`src/rtl/bus_pkg.sv`:
```
`default_nettype none

package bus_pkg;

    // Wishbone port widths, byte granular select
    localparam int ADDR_W = 32;
    localparam int DATA_W = 32;
    localparam int SEL_W  = 4;

    // Arbiter master indices, data side has priority
    localparam logic M_DATA  = 1'b0;
    localparam logic M_FETCH = 1'b1;

endpackage

`default_nettype wire

```
`src/rtl/isa_pkg.sv`:
```
`default_nettype none

package isa_pkg;

    // Primary opcodes, instr[31:26]
    localparam logic [5:0] OP_RTYPE = 6'h00;
    localparam logic [5:0] OP_J     = 6'h02;
    localparam logic [5:0] OP_BEQ   = 6'h04;
    localparam logic [5:0] OP_ADDI  = 6'h08;
    localparam logic [5:0] OP_ORI   = 6'h0d;
    localparam logic [5:0] OP_LUI   = 6'h0f;
    localparam logic [5:0] OP_LDW   = 6'h23;
    localparam logic [5:0] OP_STB   = 6'h28;
    localparam logic [5:0] OP_STW   = 6'h2b;

    // R-type function codes, instr[5:0]
    localparam logic [5:0] FN_MUL = 6'h18;
    localparam logic [5:0] FN_ADD = 6'h20;
    localparam logic [5:0] FN_SUB = 6'h22;
    localparam logic [5:0] FN_AND = 6'h24;
    localparam logic [5:0] FN_OR  = 6'h25;
    localparam logic [5:0] FN_SLT = 6'h2a;

    typedef enum logic [2:0] {
        ALU_ADD, ALU_SUB, ALU_AND, ALU_OR, ALU_SLT, ALU_MUL, ALU_LUI
    } alu_op_e;

    typedef struct packed {
        logic [31:0] pc;            // Address of this instruction
        logic [4:0]  rs;
        logic [4:0]  rt;
        logic [4:0]  dest;          // rd for R-type, rt otherwise
        logic [31:0] imm;           // Already extended
        logic [31:0] jump_target;
        alu_op_e     alu_op;
        logic        use_imm;       // ALU operand b from imm
        logic        reg_write;
        logic        mem_read;
        logic        mem_write;
        logic        byte_store;    // STB
        logic        is_branch;     // BEQ
        logic        is_jump;       // J
    } dec_op_t;

endpackage

`default_nettype wire

```
`src/rtl/wb_if.sv`:
```
`default_nettype none

interface wb_if;
    import bus_pkg::*;

    logic              cyc;
    logic              stb;
    logic              we;
    logic [ADDR_W-1:0] adr;
    logic [DATA_W-1:0] dat_w;     // Master to slave
    logic [DATA_W-1:0] dat_r;     // Slave to master
    logic [SEL_W-1:0]  sel;
    logic              ack;       // One cycle per transfer

    modport master (output cyc, stb, we, adr, dat_w, sel, input dat_r, ack);
    modport slave  (input cyc, stb, we, adr, dat_w, sel, output dat_r, ack);
endinterface

// Fetch to decode handshake, transfer on valid and ready
interface instr_if;
    import bus_pkg::*;

    logic              valid;
    logic              ready;
    logic [ADDR_W-1:0] pc;
    logic [DATA_W-1:0] instr;

    modport source (output valid, pc, instr, input ready);
    modport sink   (input valid, pc, instr, output ready);
endinterface

`default_nettype wire

```
`src/rtl/cpu_top.sv`:
```
`default_nettype none

module cpu_top #(
    parameter logic [bus_pkg::ADDR_W-1:0] RESET_PC = '0
) (
    input  wire                        clk,
    input  wire                        rst_n,
    output logic                       wb_cyc,
    output logic                       wb_stb,
    output logic                       wb_we,
    output logic [bus_pkg::ADDR_W-1:0] wb_adr,
    output logic [bus_pkg::DATA_W-1:0] wb_dat_w,
    output logic [bus_pkg::SEL_W-1:0]  wb_sel,
    input  wire [bus_pkg::DATA_W-1:0]  wb_dat_r,
    input  wire                        wb_ack
);
    import isa_pkg::*;
    import bus_pkg::*;

    wb_if    fetch_bus ();
    wb_if    data_bus ();
    instr_if fetch_q ();        // Prefetch buffer to decode

    logic              op_valid;
    logic              op_ready;
    dec_op_t           op;
    logic [4:0]        rd_addr_a;
    logic [4:0]        rd_addr_b;
    logic [31:0]       rd_data_a;
    logic [31:0]       rd_data_b;
    logic              wr_en;
    logic [4:0]        wr_addr;
    logic [31:0]       wr_data;
    logic              redirect;
    logic [ADDR_W-1:0] redirect_pc;

    fetch_unit #(.RESET_PC(RESET_PC)) i_fetch (
        .clk, .rst_n, .bus(fetch_bus), .out(fetch_q), .redirect, .redirect_pc
    );

    decode_stage i_decode (
        .clk, .rst_n, .in(fetch_q), .flush(redirect), .op_valid, .op_ready, .op
    );

    reg_file i_regs (
        .clk, .rd_addr_a, .rd_addr_b, .rd_data_a, .rd_data_b, .wr_en, .wr_addr, .wr_data
    );

    exec_unit i_exec (
        .clk, .rst_n, .op_valid, .op_ready, .op, .rd_addr_a, .rd_addr_b,
        .rd_data_a, .rd_data_b, .wr_en, .wr_addr, .wr_data, .bus(data_bus),
        .redirect, .redirect_pc
    );

    wb_arbiter i_arb (
        .clk, .rst_n, .data_bus, .fetch_bus, .wb_cyc, .wb_stb, .wb_we,
        .wb_adr, .wb_dat_w, .wb_sel, .wb_dat_r, .wb_ack
    );

endmodule

`default_nettype wire

```
`src/rtl/decode_stage.sv`:
```
`default_nettype none

module decode_stage (
    input  wire              clk,
    input  wire              rst_n,
    instr_if.sink            in,
    input  wire              flush,
    output logic             op_valid,
    input  wire              op_ready,
    output isa_pkg::dec_op_t op
);
    import isa_pkg::*;

    logic [5:0]  opcode;
    logic [5:0]  funct;
    logic [15:0] imm16;
    logic        load;
    dec_op_t     dec;

    assign opcode = in.instr[31:26];
    assign funct  = in.instr[5:0];
    assign imm16  = in.instr[15:0];

    assign in.ready = !op_valid || op_ready;   // Empty, or emptying this cycle
    assign load     = in.valid && in.ready && !flush;

    always_comb begin
        dec             = '0;
        dec.pc          = in.pc;
        dec.rs          = in.instr[25:21];
        dec.rt          = in.instr[20:16];
        dec.dest        = in.instr[20:16];     // rt target unless R-type
        dec.jump_target = {in.pc[31:28], in.instr[25:0], 2'b00};
        dec.alu_op      = ALU_ADD;
        // ORI zero extends, every other form sign extends
        if (opcode == OP_ORI) dec.imm = {16'h0000, imm16};
        else                  dec.imm = {{16{imm16[15]}}, imm16};
        case (opcode)
            OP_RTYPE: begin
                dec.dest      = in.instr[15:11];
                dec.reg_write = 1'b1;
                case (funct)
                    FN_ADD:  dec.alu_op = ALU_ADD;
                    FN_SUB:  dec.alu_op = ALU_SUB;
                    FN_AND:  dec.alu_op = ALU_AND;
                    FN_OR:   dec.alu_op = ALU_OR;
                    FN_SLT:  dec.alu_op = ALU_SLT;
                    FN_MUL:  dec.alu_op = ALU_MUL;   // Low word only
                    default: dec.reg_write = 1'b0;   // Unknown function runs as a nop
                endcase
            end
            OP_ADDI: begin
                dec.use_imm   = 1'b1;
                dec.reg_write = 1'b1;
            end
            OP_ORI: begin
                dec.alu_op    = ALU_OR;
                dec.use_imm   = 1'b1;
                dec.reg_write = 1'b1;
            end
            OP_LUI: begin
                dec.alu_op    = ALU_LUI;
                dec.use_imm   = 1'b1;
                dec.reg_write = 1'b1;
            end
            OP_LDW: begin
                dec.use_imm   = 1'b1;                // Address is rs + imm
                dec.reg_write = 1'b1;
                dec.mem_read  = 1'b1;
            end
            OP_STW: begin
                dec.use_imm   = 1'b1;
                dec.mem_write = 1'b1;
            end
            OP_STB: begin
                dec.use_imm    = 1'b1;
                dec.mem_write  = 1'b1;
                dec.byte_store = 1'b1;
            end
            OP_BEQ: begin
                dec.alu_op    = ALU_SUB;
                dec.is_branch = 1'b1;
            end
            OP_J:    dec.is_jump = 1'b1;
            default: ;                               // Unknown opcode is a nop
        endcase
    end

    always_ff @(posedge clk) begin
        if (!rst_n)        op_valid <= 1'b0;
        else if (flush)    op_valid <= 1'b0;   // Taken branch or jump in execute
        else if (load)     op_valid <= 1'b1;
        else if (op_ready) op_valid <= 1'b0;
    end

    always_ff @(posedge clk) begin
        if (load) op <= dec;
    end

endmodule

`default_nettype wire

```
`src/rtl/exec_unit.sv`:
```
`default_nettype none

module exec_unit (
    input  wire                        clk,
    input  wire                        rst_n,
    input  wire                        op_valid,
    output logic                       op_ready,
    input  wire isa_pkg::dec_op_t      op,
    output logic [4:0]                 rd_addr_a,
    output logic [4:0]                 rd_addr_b,
    input  wire [31:0]                 rd_data_a,
    input  wire [31:0]                 rd_data_b,
    output logic                       wr_en,
    output logic [4:0]                 wr_addr,
    output logic [31:0]                wr_data,
    wb_if.master                       bus,
    output logic                       redirect,
    output logic [bus_pkg::ADDR_W-1:0] redirect_pc
);
    import isa_pkg::*;
    import bus_pkg::*;

    logic              accept;
    logic              is_mem;
    logic [31:0]       opnd_b;
    logic [31:0]       alu_res;
    logic [SEL_W-1:0]  st_sel;
    logic [DATA_W-1:0] st_dat;
    logic              mem_busy;    // Load or store cycle open
    logic              mem_done;    // Retire slot after ack
    logic              ld_wb;
    logic [4:0]        ld_dest;
    logic [DATA_W-1:0] ld_data;
    logic [ADDR_W-1:0] m_adr;
    logic [DATA_W-1:0] m_dat;
    logic [SEL_W-1:0]  m_sel;
    logic              m_we;

    assign op_ready  = !mem_busy && !mem_done;
    assign accept    = op_valid && op_ready;
    assign is_mem    = op.mem_read || op.mem_write;
    assign rd_addr_a = op.rs;   // Operands read as the op enters
    assign rd_addr_b = op.rt;
    assign opnd_b    = op.use_imm ? op.imm : rd_data_b;

    always_comb begin
        case (op.alu_op)
            ALU_SUB: alu_res = rd_data_a - opnd_b;
            ALU_AND: alu_res = rd_data_a & opnd_b;
            ALU_OR:  alu_res = rd_data_a | opnd_b;
            ALU_SLT: alu_res = {31'd0, $signed(rd_data_a) < $signed(opnd_b)};
            ALU_MUL: alu_res = rd_data_a * opnd_b;     // Low 32 bits of product
            ALU_LUI: alu_res = {opnd_b[15:0], 16'h0000};
            default: alu_res = rd_data_a + opnd_b;     // ADD, also effective address
        endcase
    end

    // STB replicates the byte, sel picks the little endian lane
    always_comb begin
        if (op.byte_store) begin
            st_sel = 4'b0001 << alu_res[1:0];
            st_dat = {4{rd_data_b[7:0]}};
        end else begin
            st_sel = 4'hf;
            st_dat = rd_data_b;
        end
    end

    // Branches and jumps redirect in their accept cycle
    assign redirect    = accept && (op.is_jump || (op.is_branch && alu_res == 32'd0));
    assign redirect_pc = op.is_jump ? op.jump_target : op.pc + 32'd4 + (op.imm << 2);

    // Load writeback takes the slot after ack, ALU results retire at once
    assign wr_en   = (mem_done && ld_wb) || (accept && op.reg_write && !op.mem_read);
    assign wr_addr = mem_done ? ld_dest : op.dest;
    assign wr_data = mem_done ? ld_data : alu_res;

    always_ff @(posedge clk) begin
        if (!rst_n) begin
            mem_busy <= 1'b0;
            mem_done <= 1'b0;
        end else begin
            mem_done <= mem_busy && bus.ack;
            if (accept && is_mem) mem_busy <= 1'b1;
            else if (bus.ack)     mem_busy <= 1'b0;
        end
    end

    always_ff @(posedge clk) begin
        if (accept && is_mem) begin
            m_adr   <= {alu_res[31:2], 2'b00};   // Word address, lane in sel
            m_dat   <= st_dat;
            m_sel   <= op.mem_read ? 4'hf : st_sel;
            m_we    <= op.mem_write;
            ld_wb   <= op.reg_write;             // Set for LDW only
            ld_dest <= op.dest;
        end
        if (mem_busy && bus.ack) ld_data <= bus.dat_r;
    end

    assign bus.cyc   = mem_busy;
    assign bus.stb   = mem_busy;
    assign bus.we    = m_we;
    assign bus.adr   = m_adr;
    assign bus.dat_w = m_dat;
    assign bus.sel   = m_sel;

endmodule

`default_nettype wire

```
`src/rtl/fetch_unit.sv`:
```
`default_nettype none

module fetch_unit #(
    parameter logic [bus_pkg::ADDR_W-1:0] RESET_PC = '0
) (
    input  wire                       clk,
    input  wire                       rst_n,
    wb_if.master                      bus,
    instr_if.source                   out,
    input  wire                       redirect,
    input  wire [bus_pkg::ADDR_W-1:0] redirect_pc
);
    import bus_pkg::*;

    logic [ADDR_W-1:0] pc;          // Next fetch address
    logic [ADDR_W-1:0] fetch_adr;   // Address of the open bus cycle
    logic              busy;        // Bus cycle open
    logic              stale;       // Open cycle belongs to the old path
    logic              issue;
    logic              buf_valid;
    logic [ADDR_W-1:0] buf_pc;
    logic [DATA_W-1:0] buf_instr;

    // New fetch only with an empty buffer and an idle bus
    assign issue = !busy && !buf_valid && !redirect;

    always_ff @(posedge clk) begin
        if (!rst_n) begin
            pc        <= RESET_PC;
            busy      <= 1'b0;
            stale     <= 1'b0;
            buf_valid <= 1'b0;
        end else begin
            if (busy && bus.ack) begin
                busy      <= 1'b0;    // cyc drops the cycle after ack
                stale     <= 1'b0;
                buf_valid <= !stale;  // Wrong-path data never reaches decode
            end else if (issue) begin
                busy <= 1'b1;
                pc   <= pc + 32'd4;
            end
            if (out.valid && out.ready) buf_valid <= 1'b0;
            if (redirect) begin
                // Open cycle still completes, its data dropped
                pc        <= redirect_pc;
                buf_valid <= 1'b0;
                stale     <= busy && !bus.ack;
            end
        end
    end

    always_ff @(posedge clk) begin
        if (issue) fetch_adr <= pc;
        if (busy && bus.ack) begin
            buf_pc    <= fetch_adr;
            buf_instr <= bus.dat_r;
        end
    end

    assign bus.cyc   = busy;
    assign bus.stb   = busy;
    assign bus.we    = 1'b0;        // Read only master
    assign bus.adr   = fetch_adr;
    assign bus.dat_w = '0;
    assign bus.sel   = '1;          // Whole word

    assign out.valid = buf_valid;
    assign out.pc    = buf_pc;
    assign out.instr = buf_instr;

endmodule

`default_nettype wire

```
`src/rtl/reg_file.sv`:
```
`default_nettype none

module reg_file (
    input  wire        clk,
    input  wire  [4:0] rd_addr_a,
    input  wire  [4:0] rd_addr_b,
    output logic [31:0] rd_data_a,
    output logic [31:0] rd_data_b,
    input  wire        wr_en,
    input  wire  [4:0] wr_addr,
    input  wire [31:0] wr_data
);

    logic [31:0] regs [32];

    // Asynchronous reads, r0 hardwired
    assign rd_data_a = (rd_addr_a == 5'd0) ? 32'd0 : regs[rd_addr_a];
    assign rd_data_b = (rd_addr_b == 5'd0) ? 32'd0 : regs[rd_addr_b];

    always_ff @(posedge clk) begin
        if (wr_en && wr_addr != 5'd0) regs[wr_addr] <= wr_data;
    end

endmodule

`default_nettype wire

```
`src/rtl/wb_arbiter.sv`:
```
`default_nettype none

module wb_arbiter (
    input  wire                       clk,
    input  wire                       rst_n,
    wb_if.slave                       data_bus,
    wb_if.slave                       fetch_bus,
    output logic                      wb_cyc,
    output logic                      wb_stb,
    output logic                      wb_we,
    output logic [bus_pkg::ADDR_W-1:0] wb_adr,
    output logic [bus_pkg::DATA_W-1:0] wb_dat_w,
    output logic [bus_pkg::SEL_W-1:0]  wb_sel,
    input  wire [bus_pkg::DATA_W-1:0]  wb_dat_r,
    input  wire                       wb_ack
);
    import bus_pkg::*;

    logic gnt_valid;   // A master owns the port
    logic gnt;         // Owner index
    logic sel_fetch;
    logic gnt_cyc;     // Owner still in its cycle

    assign sel_fetch = (gnt == M_FETCH);
    assign gnt_cyc   = sel_fetch ? fetch_bus.cyc : data_bus.cyc;

    // Re-arbitrate when idle or once the owner drops cyc, data first
    always_ff @(posedge clk) begin
        if (!rst_n) begin
            gnt_valid <= 1'b0;
            gnt       <= M_DATA;
        end else if (!gnt_valid || !gnt_cyc) begin
            gnt_valid <= data_bus.cyc || fetch_bus.cyc;
            gnt       <= data_bus.cyc ? M_DATA : M_FETCH;
        end
    end

    assign wb_cyc   = gnt_valid && gnt_cyc;
    assign wb_stb   = gnt_valid && (sel_fetch ? fetch_bus.stb : data_bus.stb);
    assign wb_we    = sel_fetch ? fetch_bus.we    : data_bus.we;
    assign wb_adr   = sel_fetch ? fetch_bus.adr   : data_bus.adr;
    assign wb_dat_w = sel_fetch ? fetch_bus.dat_w : data_bus.dat_w;
    assign wb_sel   = sel_fetch ? fetch_bus.sel   : data_bus.sel;

    // Response only to the owner
    assign data_bus.ack    = wb_ack && gnt_valid && !sel_fetch;
    assign fetch_bus.ack   = wb_ack && gnt_valid && sel_fetch;
    assign data_bus.dat_r  = sel_fetch ? '0 : wb_dat_r;
    assign fetch_bus.dat_r = sel_fetch ? wb_dat_r : '0;

endmodule

`default_nettype wire

```
`config.mk`:
```
export PLATFORM = sky130hd
export DESIGN_NAME = cpu_top
export DESIGN_NICKNAME = d
export VERILOG_FILES = /design/src/rtl/bus_pkg.sv /design/src/rtl/isa_pkg.sv /design/src/rtl/wb_if.sv /design/src/rtl/cpu_top.sv /design/src/rtl/decode_stage.sv /design/src/rtl/exec_unit.sv /design/src/rtl/fetch_unit.sv /design/src/rtl/reg_file.sv /design/src/rtl/wb_arbiter.sv
export SDC_FILE = /design/constraint.sdc
export NUM_CORES = 2
export LEC_CHECK = 0
export BUFFER_PORTS_ARGS = -buffer_cell sky130_fd_sc_hd__buf_4
export CORE_MARGIN = 5
export CORE_UTILIZATION = 45
export DETAILED_ROUTE_END_ITERATION = 10
export PLACE_DENSITY = 0.6
export SKIP_LAST_GASP = 1
export SYNTH_ARGS = -nofsm -noshare
export SYNTH_HDL_FRONTEND = slang
export SYNTH_SLANG_ARGS = --single-unit
export TNS_END_PERCENT = 50
```
`constraint.sdc`:
```
create_clock -name clk -period 13.46 [get_ports clk]
set_input_delay 2.019 -clock clk [delete_from_list [all_inputs] [get_ports clk]]
set_output_delay 2.019 -clock clk [all_outputs]
set_load 0.005 [all_outputs]
```
### Word level (Yosys, flattened, before mapping)

Memory sizes are Yosys's and may differ from the RTL's. A register that Yosys moved wholly into a read port is not among the register bits.
Cells that the tools add are included.

| operators by class | value |
|---|---|
| reductions and logical operators | 56 |
| multiply operators | 1 |
| shifts and indexed selects | 1 |
| add/subtract/negate cells | 5 |
| mux-type cells | 38 |
| equality and inequality tests | 21 |
| $lt $le $gt $ge | 1 |
| bitwise operators | 4 |

Operators by type and width:

| cell | count |
|---|---|
| two-way mux 32 bit | 11 |
| case mux 32 bit (6 select lines) | 1 |
| adder 32 x 3 -> 32 bit, second input constant | 2 |
| adder 32 bit | 2 |
| == test 6 bit, second input constant | 8 |
| AND 32 bit | 1 |
| logical NOT 32 bit | 1 |
| less-than comparator 32 bit | 1 |
| multiplier 32 x 32 -> 32 bit | 1 |
| bitwise OR 32 bit | 1 |
| subtractor 32 bit | 1 |
| logical AND 1 bit | 20 |
| two-way mux 5 bit | 4 |
| == test 6 x 4 -> 1 bit, second input constant | 3 |
| two-way mux 1 bit | 18 |
| case mux 3 bit (5 select lines) | 1 |
| logical NOT 1 bit | 12 |
| case mux 3 bit (4 select lines) | 1 |
| OR reduction 6 bit | 2 |
| logical NOT 5 bit | 2 |
| == test 3 bit, second input constant | 3 |
| nonzero test 2 bit | 4 |
| OR reduction 2 bit | 4 |
| == test 3 x 2 -> 1 bit, second input constant | 2 |
| 15 further kinds | 21 |

| word-level totals | value |
|---|---|
| memories kept | 1 |
| flip-flop bits (word level) | 345 |
| input bits | 35 |
| RAM bits | 1024 |

Memory list:

| memory | depth | bits a word | rd ports | clocked after memory_dff | wr ports | RTL line | source |
|---|---|---|---|---|---|---|---|
| i_regs.regs | 32 | 32 | 2 | 2 | 1 | reg_file.sv:14 | `logic [31:0] regs [32];` |

### Logic depth before layout (Yosys ltp)

| depth | value |
|---|---|
| word-level depth | 14 |
| depth in mapped cells | 49 |

### By module

Synthesis repeated with hierarchy kept, for this count alone.

| unflattened totals | value |
|---|---|
| cell total of the unflattened synthesis | 6407 |
| area, all modules | 84695.0 sq um |

Modules (own cells, without submodules):

| module | cells each | times used | area each (sq um) |
|---|---|---|---|
| reg_file | 2564 | 1 | 47904.7 |
| exec_unit | 3129 | 1 | 27234.9 |
| fetch_unit | 378 | 1 | 5180.0 |
| decode_stage | 176 | 1 | 2979.1 |
| wb_arbiter | 160 | 1 | 1396.3 |

### Least setup slack after synthesis

No wires, ideal clock.

| path | value |
|---|---|
| path kind | register to register |
| from | reg with a tool-made name |
| to | mem i_regs.regs[0][31] (data pin) |
| setup time | 0.467 ns |
| arrival time | 11.254 ns |
| path buffers | 10 |
| stages on the path, launching flop included | 40 |
| clock period less this slack | 11.721 ns |
| data required time | 12.993 ns |
| path slack | 1.739 ns |
| cell sequence | dfxtp_1 > buf_6 > buf_8 > buf_8 > buf_8 > buf_8 > buf_8 > buf_8 > buf_8 > buf_4 > mux4_2 > mux4_2 > mux2i_1 > or2_2 > clkbuf_1 > clkinv_1 > nand2_1 > fa_1 > (+4 left out) > inv_1 > fa_1 > fa_1 > fa_1 > fa_1 > xnor2_1 > xnor2_1 > xnor2_1 > xnor2_1 > xnor2_1 > xnor2_1 > xnor3_1 > xnor3_1 > xnor3_1 > xor2_2 > a221oi_2 > o31a_2 > o31ai_1 |

RTL lines:

| element | RTL line |
|---|---|
| end: declaration | reg_file.sv:14 |

==> reports/qor.txt <==
I/O Buffers: 105
Bufs on Longest Clock Path: 3
Clk_skew: 0.0782 ns
Final setup fails: 0
First-iteration detailed-routing DRC count: 6619
Lkg Pwr: 34.1 nW
Initial DRT Pass Iterations: 6
First-pass GRT wire length: 405000 µm
Fraction of the cycle the final worst path needs: 93.4%
Via count: 54400
Die Height: 439 µm
CTS Hold Bufs: 0
Ys Warns: 0
Share of total power in the clock network: 19.8%
Largest area contributor in the netlist: edfxtp_1
Drt via density: 6.28
Sw Share: 41.8%
CP most frequent cell: fa_1
Setup WS pre-CTS: 1.03 ns
Number of synthesized register bits: 1349
Int Power: 11.5 mW
CORE AREA: 0.183 mm²
Hold Crit Class: reg -> reg
Area of placed instances: 0.0876 mm²
Post-synthesis cell count: 5862
Synth Flop Type: edfxtp_1
Design Area, Final: 0.0922 mm²
Max Cap Viol: 0
Net Switching: 8.27 mW
Dpl hpwl: 192000 µm
Largest net degree at the start of global routing: 93
Post-Syn Area: 0.0828 mm²
Final setup TNS: 0 ns
Slew at the pin closest to its max-slew limit: 1.36 ns
Post-synth EDFFs: 1299
Die X: 439 µm
GP Congestion: 0.977
Gate power share: 51.8%
Final ANT Viol Nets: 0
Worst path max stage delay: 0.88 ns
Total length of routed wires: 286000 µm
Vias in the first global route: 54600
Top cell type's share of synthesized area: 47.1%
Die ar.: 0.193 mm²
Power Density: 214 mW/mm²
Post-CTS sizing: 0
Antenna violations before repair: 3
Ports: 106
Row cnt: 157
Maximum clock frequency: 79.5 MHz
Layout cells sized above 1: 21.1%
Async set-reset flop share out of synthesis: 0%
Clk_lat worst skew: 0.82 ns
R2R cell count: 34
WHS: 0.386 ns
CTS tree: done
CTS sink cnt: 1349
Crit path DAT: 13.18 ns
Unrepaired setup endpoints after global routing: no
Post-CTS Setup Inserts: 0
Placed insts: 8386
Routed wire per std cell: 33.0 µm
Max VDD drop: 0.616 mV
Critical path class: reg -> reg
Fin crit period: 12.57 ns
Layout Cells excl Fill: 8652
Buf/Inv on CP: 9
Htree depth: 4
Status: finished clean
Clk slew on worst S/H paths: 0.10 ns
CTS root buf: clkbuf_16
Netlist cell types: 104
Total track usage: 29.6%
R2R Setup Slk: 0.89 ns
Required time of the critical path: 14.07 ns
Seq/Total Area, Yosys: 48.3%
Fin util: 50.4%
Register share of total power: 28.4%
Max-slew violation count: 0
Worst Setup End Kind: flip-flop
Total CTS buffers: 144
Crit path max-delay family: adder cells
Slew headroom: 6.48%
Fin. Hold Viols: 0
Remaining Overflow, GRT: 0
Worst Path Max Fanout: 46
WP depth: 34
Area contributors post-synth: edfxtp_1, mux4_2, fa_1
Mapped Avg Cell Area: 14.1 µm²
Nets: 6796
Area Growth Syn to Fin: 11.4%
Drt drc: 0
Slowest CP cell: mux2i_1
Setup crit start kind: flip-flop
Tot Pwr: 19.8 mW
Starting Density: 45.2%
Worst Slack Setup Final: 0.887 ns
[area by class of cell]
class                      instances  area (µm²)
fill                           15600       90800
sequential                      1349       40000
multi-input combinational       3626       39400
clock buffer                     188        3800
tap                             2464        3080
timing repair buffer             346        2810
inverter                         601        2260
clock inverter                    77         840
antenna                            1        2.50
[cells in the final DEF (no fill, tap or decap), types with 61 or more instances in the layout]
| cell type | count |
|---|---|
| edfxtp_1 | 1299 |
| inv_1 | 570 |
| mux4_2 | 556 |
| nor2_1 | 477 |
| nand2_1 | 427 |
| fa_1 | 411 |
| buf_4 | 329 |
| ha_1 | 282 |
| a21oi_1 | 161 |
| clkbuf_16 | 144 |
| o21ai_0 | 143 |
| xnor2_1 | 108 |
| mux2i_1 | 102 |
| nor2b_1 | 88 |
| mux2_2 | 61 |
[cell usage after synthesis (all sizes together) (44+ instances only)]
cell and count:
inv 583, nand2 427, buf 152, fa 411
mux2 70, a21oi 167, o21ai 163, mux4 594
a21o 45, dfxtp 50, and2 47, edfxtp 1299
xnor2 108, a221oi 44, nor2b 88, mux2i 107
clkbuf 162, nor2 510, ha 282
[state kept, by name, summed over array words and instances, names as in the netlist, named ones only]
| name | count |
|---|---|
| i_exec.bus.cyc | 1 |
| i_exec.bus.we | 1 |
| i_fetch.out.valid | 1 |
| i_decode.op_valid | 1 |
| i_fetch.stale | 1 |
| i_exec.ld_wb | 1 |
| i_fetch.out.instr | 32 |
| i_fetch.out.pc | 32 |
| i_fetch.bus.cyc | 1 |
| i_arb.gnt | 1 |
| i_exec.mem_done | 1 |
| i_exec.ld_dest | 5 |
| i_fetch.pc | 32 |
| i_arb.gnt_valid | 1 |
| i_decode.op | 74 |
| i_exec.ld_data | 32 |
| i_exec.bus.sel | 4 |
| i_exec.bus.adr | 30 |
| i_exec.bus.dat_w | 32 |
| i_fetch.bus.adr | 32 |
| i_regs.regs | 1024 |
[worst register-to-register path: cells and delay by family, from the launching register on]
| family | cells | cell delay [ns] |
|---|---|---|
| multiplexers | 4 | 2.16 |
| XOR/XNOR | 1 | 0.35 |
| buffers and inverters | 9 | 1.75 |
| AO/OA/AOI/OAI | 7 | 2.00 |
| adder cells (fa/ha/maj) | 10 | 4.82 |
| AND/OR/NAND/NOR | 3 | 0.73 |
| flip-flops | 1 | 0.60 |
[how the worst min path moves through the flow]
stage                                   to                 start  slack (ns)  depth (start not counted)
after detailed placement  i_decode.op[120]    i_fetch.out.pc[31]        0.40                          0
after floorplan           i_decode.op[100]    i_fetch.out.pc[11]        0.40                          0
after global placement     i_decode.op[93]     i_fetch.out.pc[4]        0.40                          0
after CTS                  i_decode.op[89]     i_fetch.out.pc[0]        0.38                          0
final                      i_decode.op[48]  i_fetch.out.instr[6]        0.39                          0
after global routing       i_decode.op[89]     i_fetch.out.pc[0]        0.39                          0
[logic make-up after synthesis]
| logic type | Yosys count | synth area share, % |
|---|---|---|
| compound gates | 691 | 5.61 |
| mux | 771 | 18.6 |
| buf+inv | 918 | 4.74 |
| simple gates | 1284 | 6.85 |
| other cells | 1 | 0.00453 |
| xor+xnor | 155 | 1.75 |
| fa+ha+maj | 693 | 14.2 |
| flops | 1349 | 48.3 |
[power by group through the flow]
stage	registers (mW)	clock network, mW	logic (mW)
5_1_grt	5.61	4.16	10.9
3_5_place_dp	5.70	0	10.0
6_report	5.61	3.92	10.2
3_3_place_gp	5.69	0	9.98
2_1_floorplan	5.67	0	6.39
4_1_cts	5.61	3.98	10.1
[routing by layer]
| metal | wire length [µm] | track usage [%] | vias to the layer above |
|---|---|---|---|
| met1 | 110000 | 39.8 | 28600 |
| met5 | 0 | 0 | - |
| met2 | 131000 | 45.9 | 3014 |
| met4 | 16900 | 14.3 | 0 |
| met3 | 27900 | 6.32 | 683 |
| li1 | - | - | 22100 |
Power figures use the tool's default switching activity.
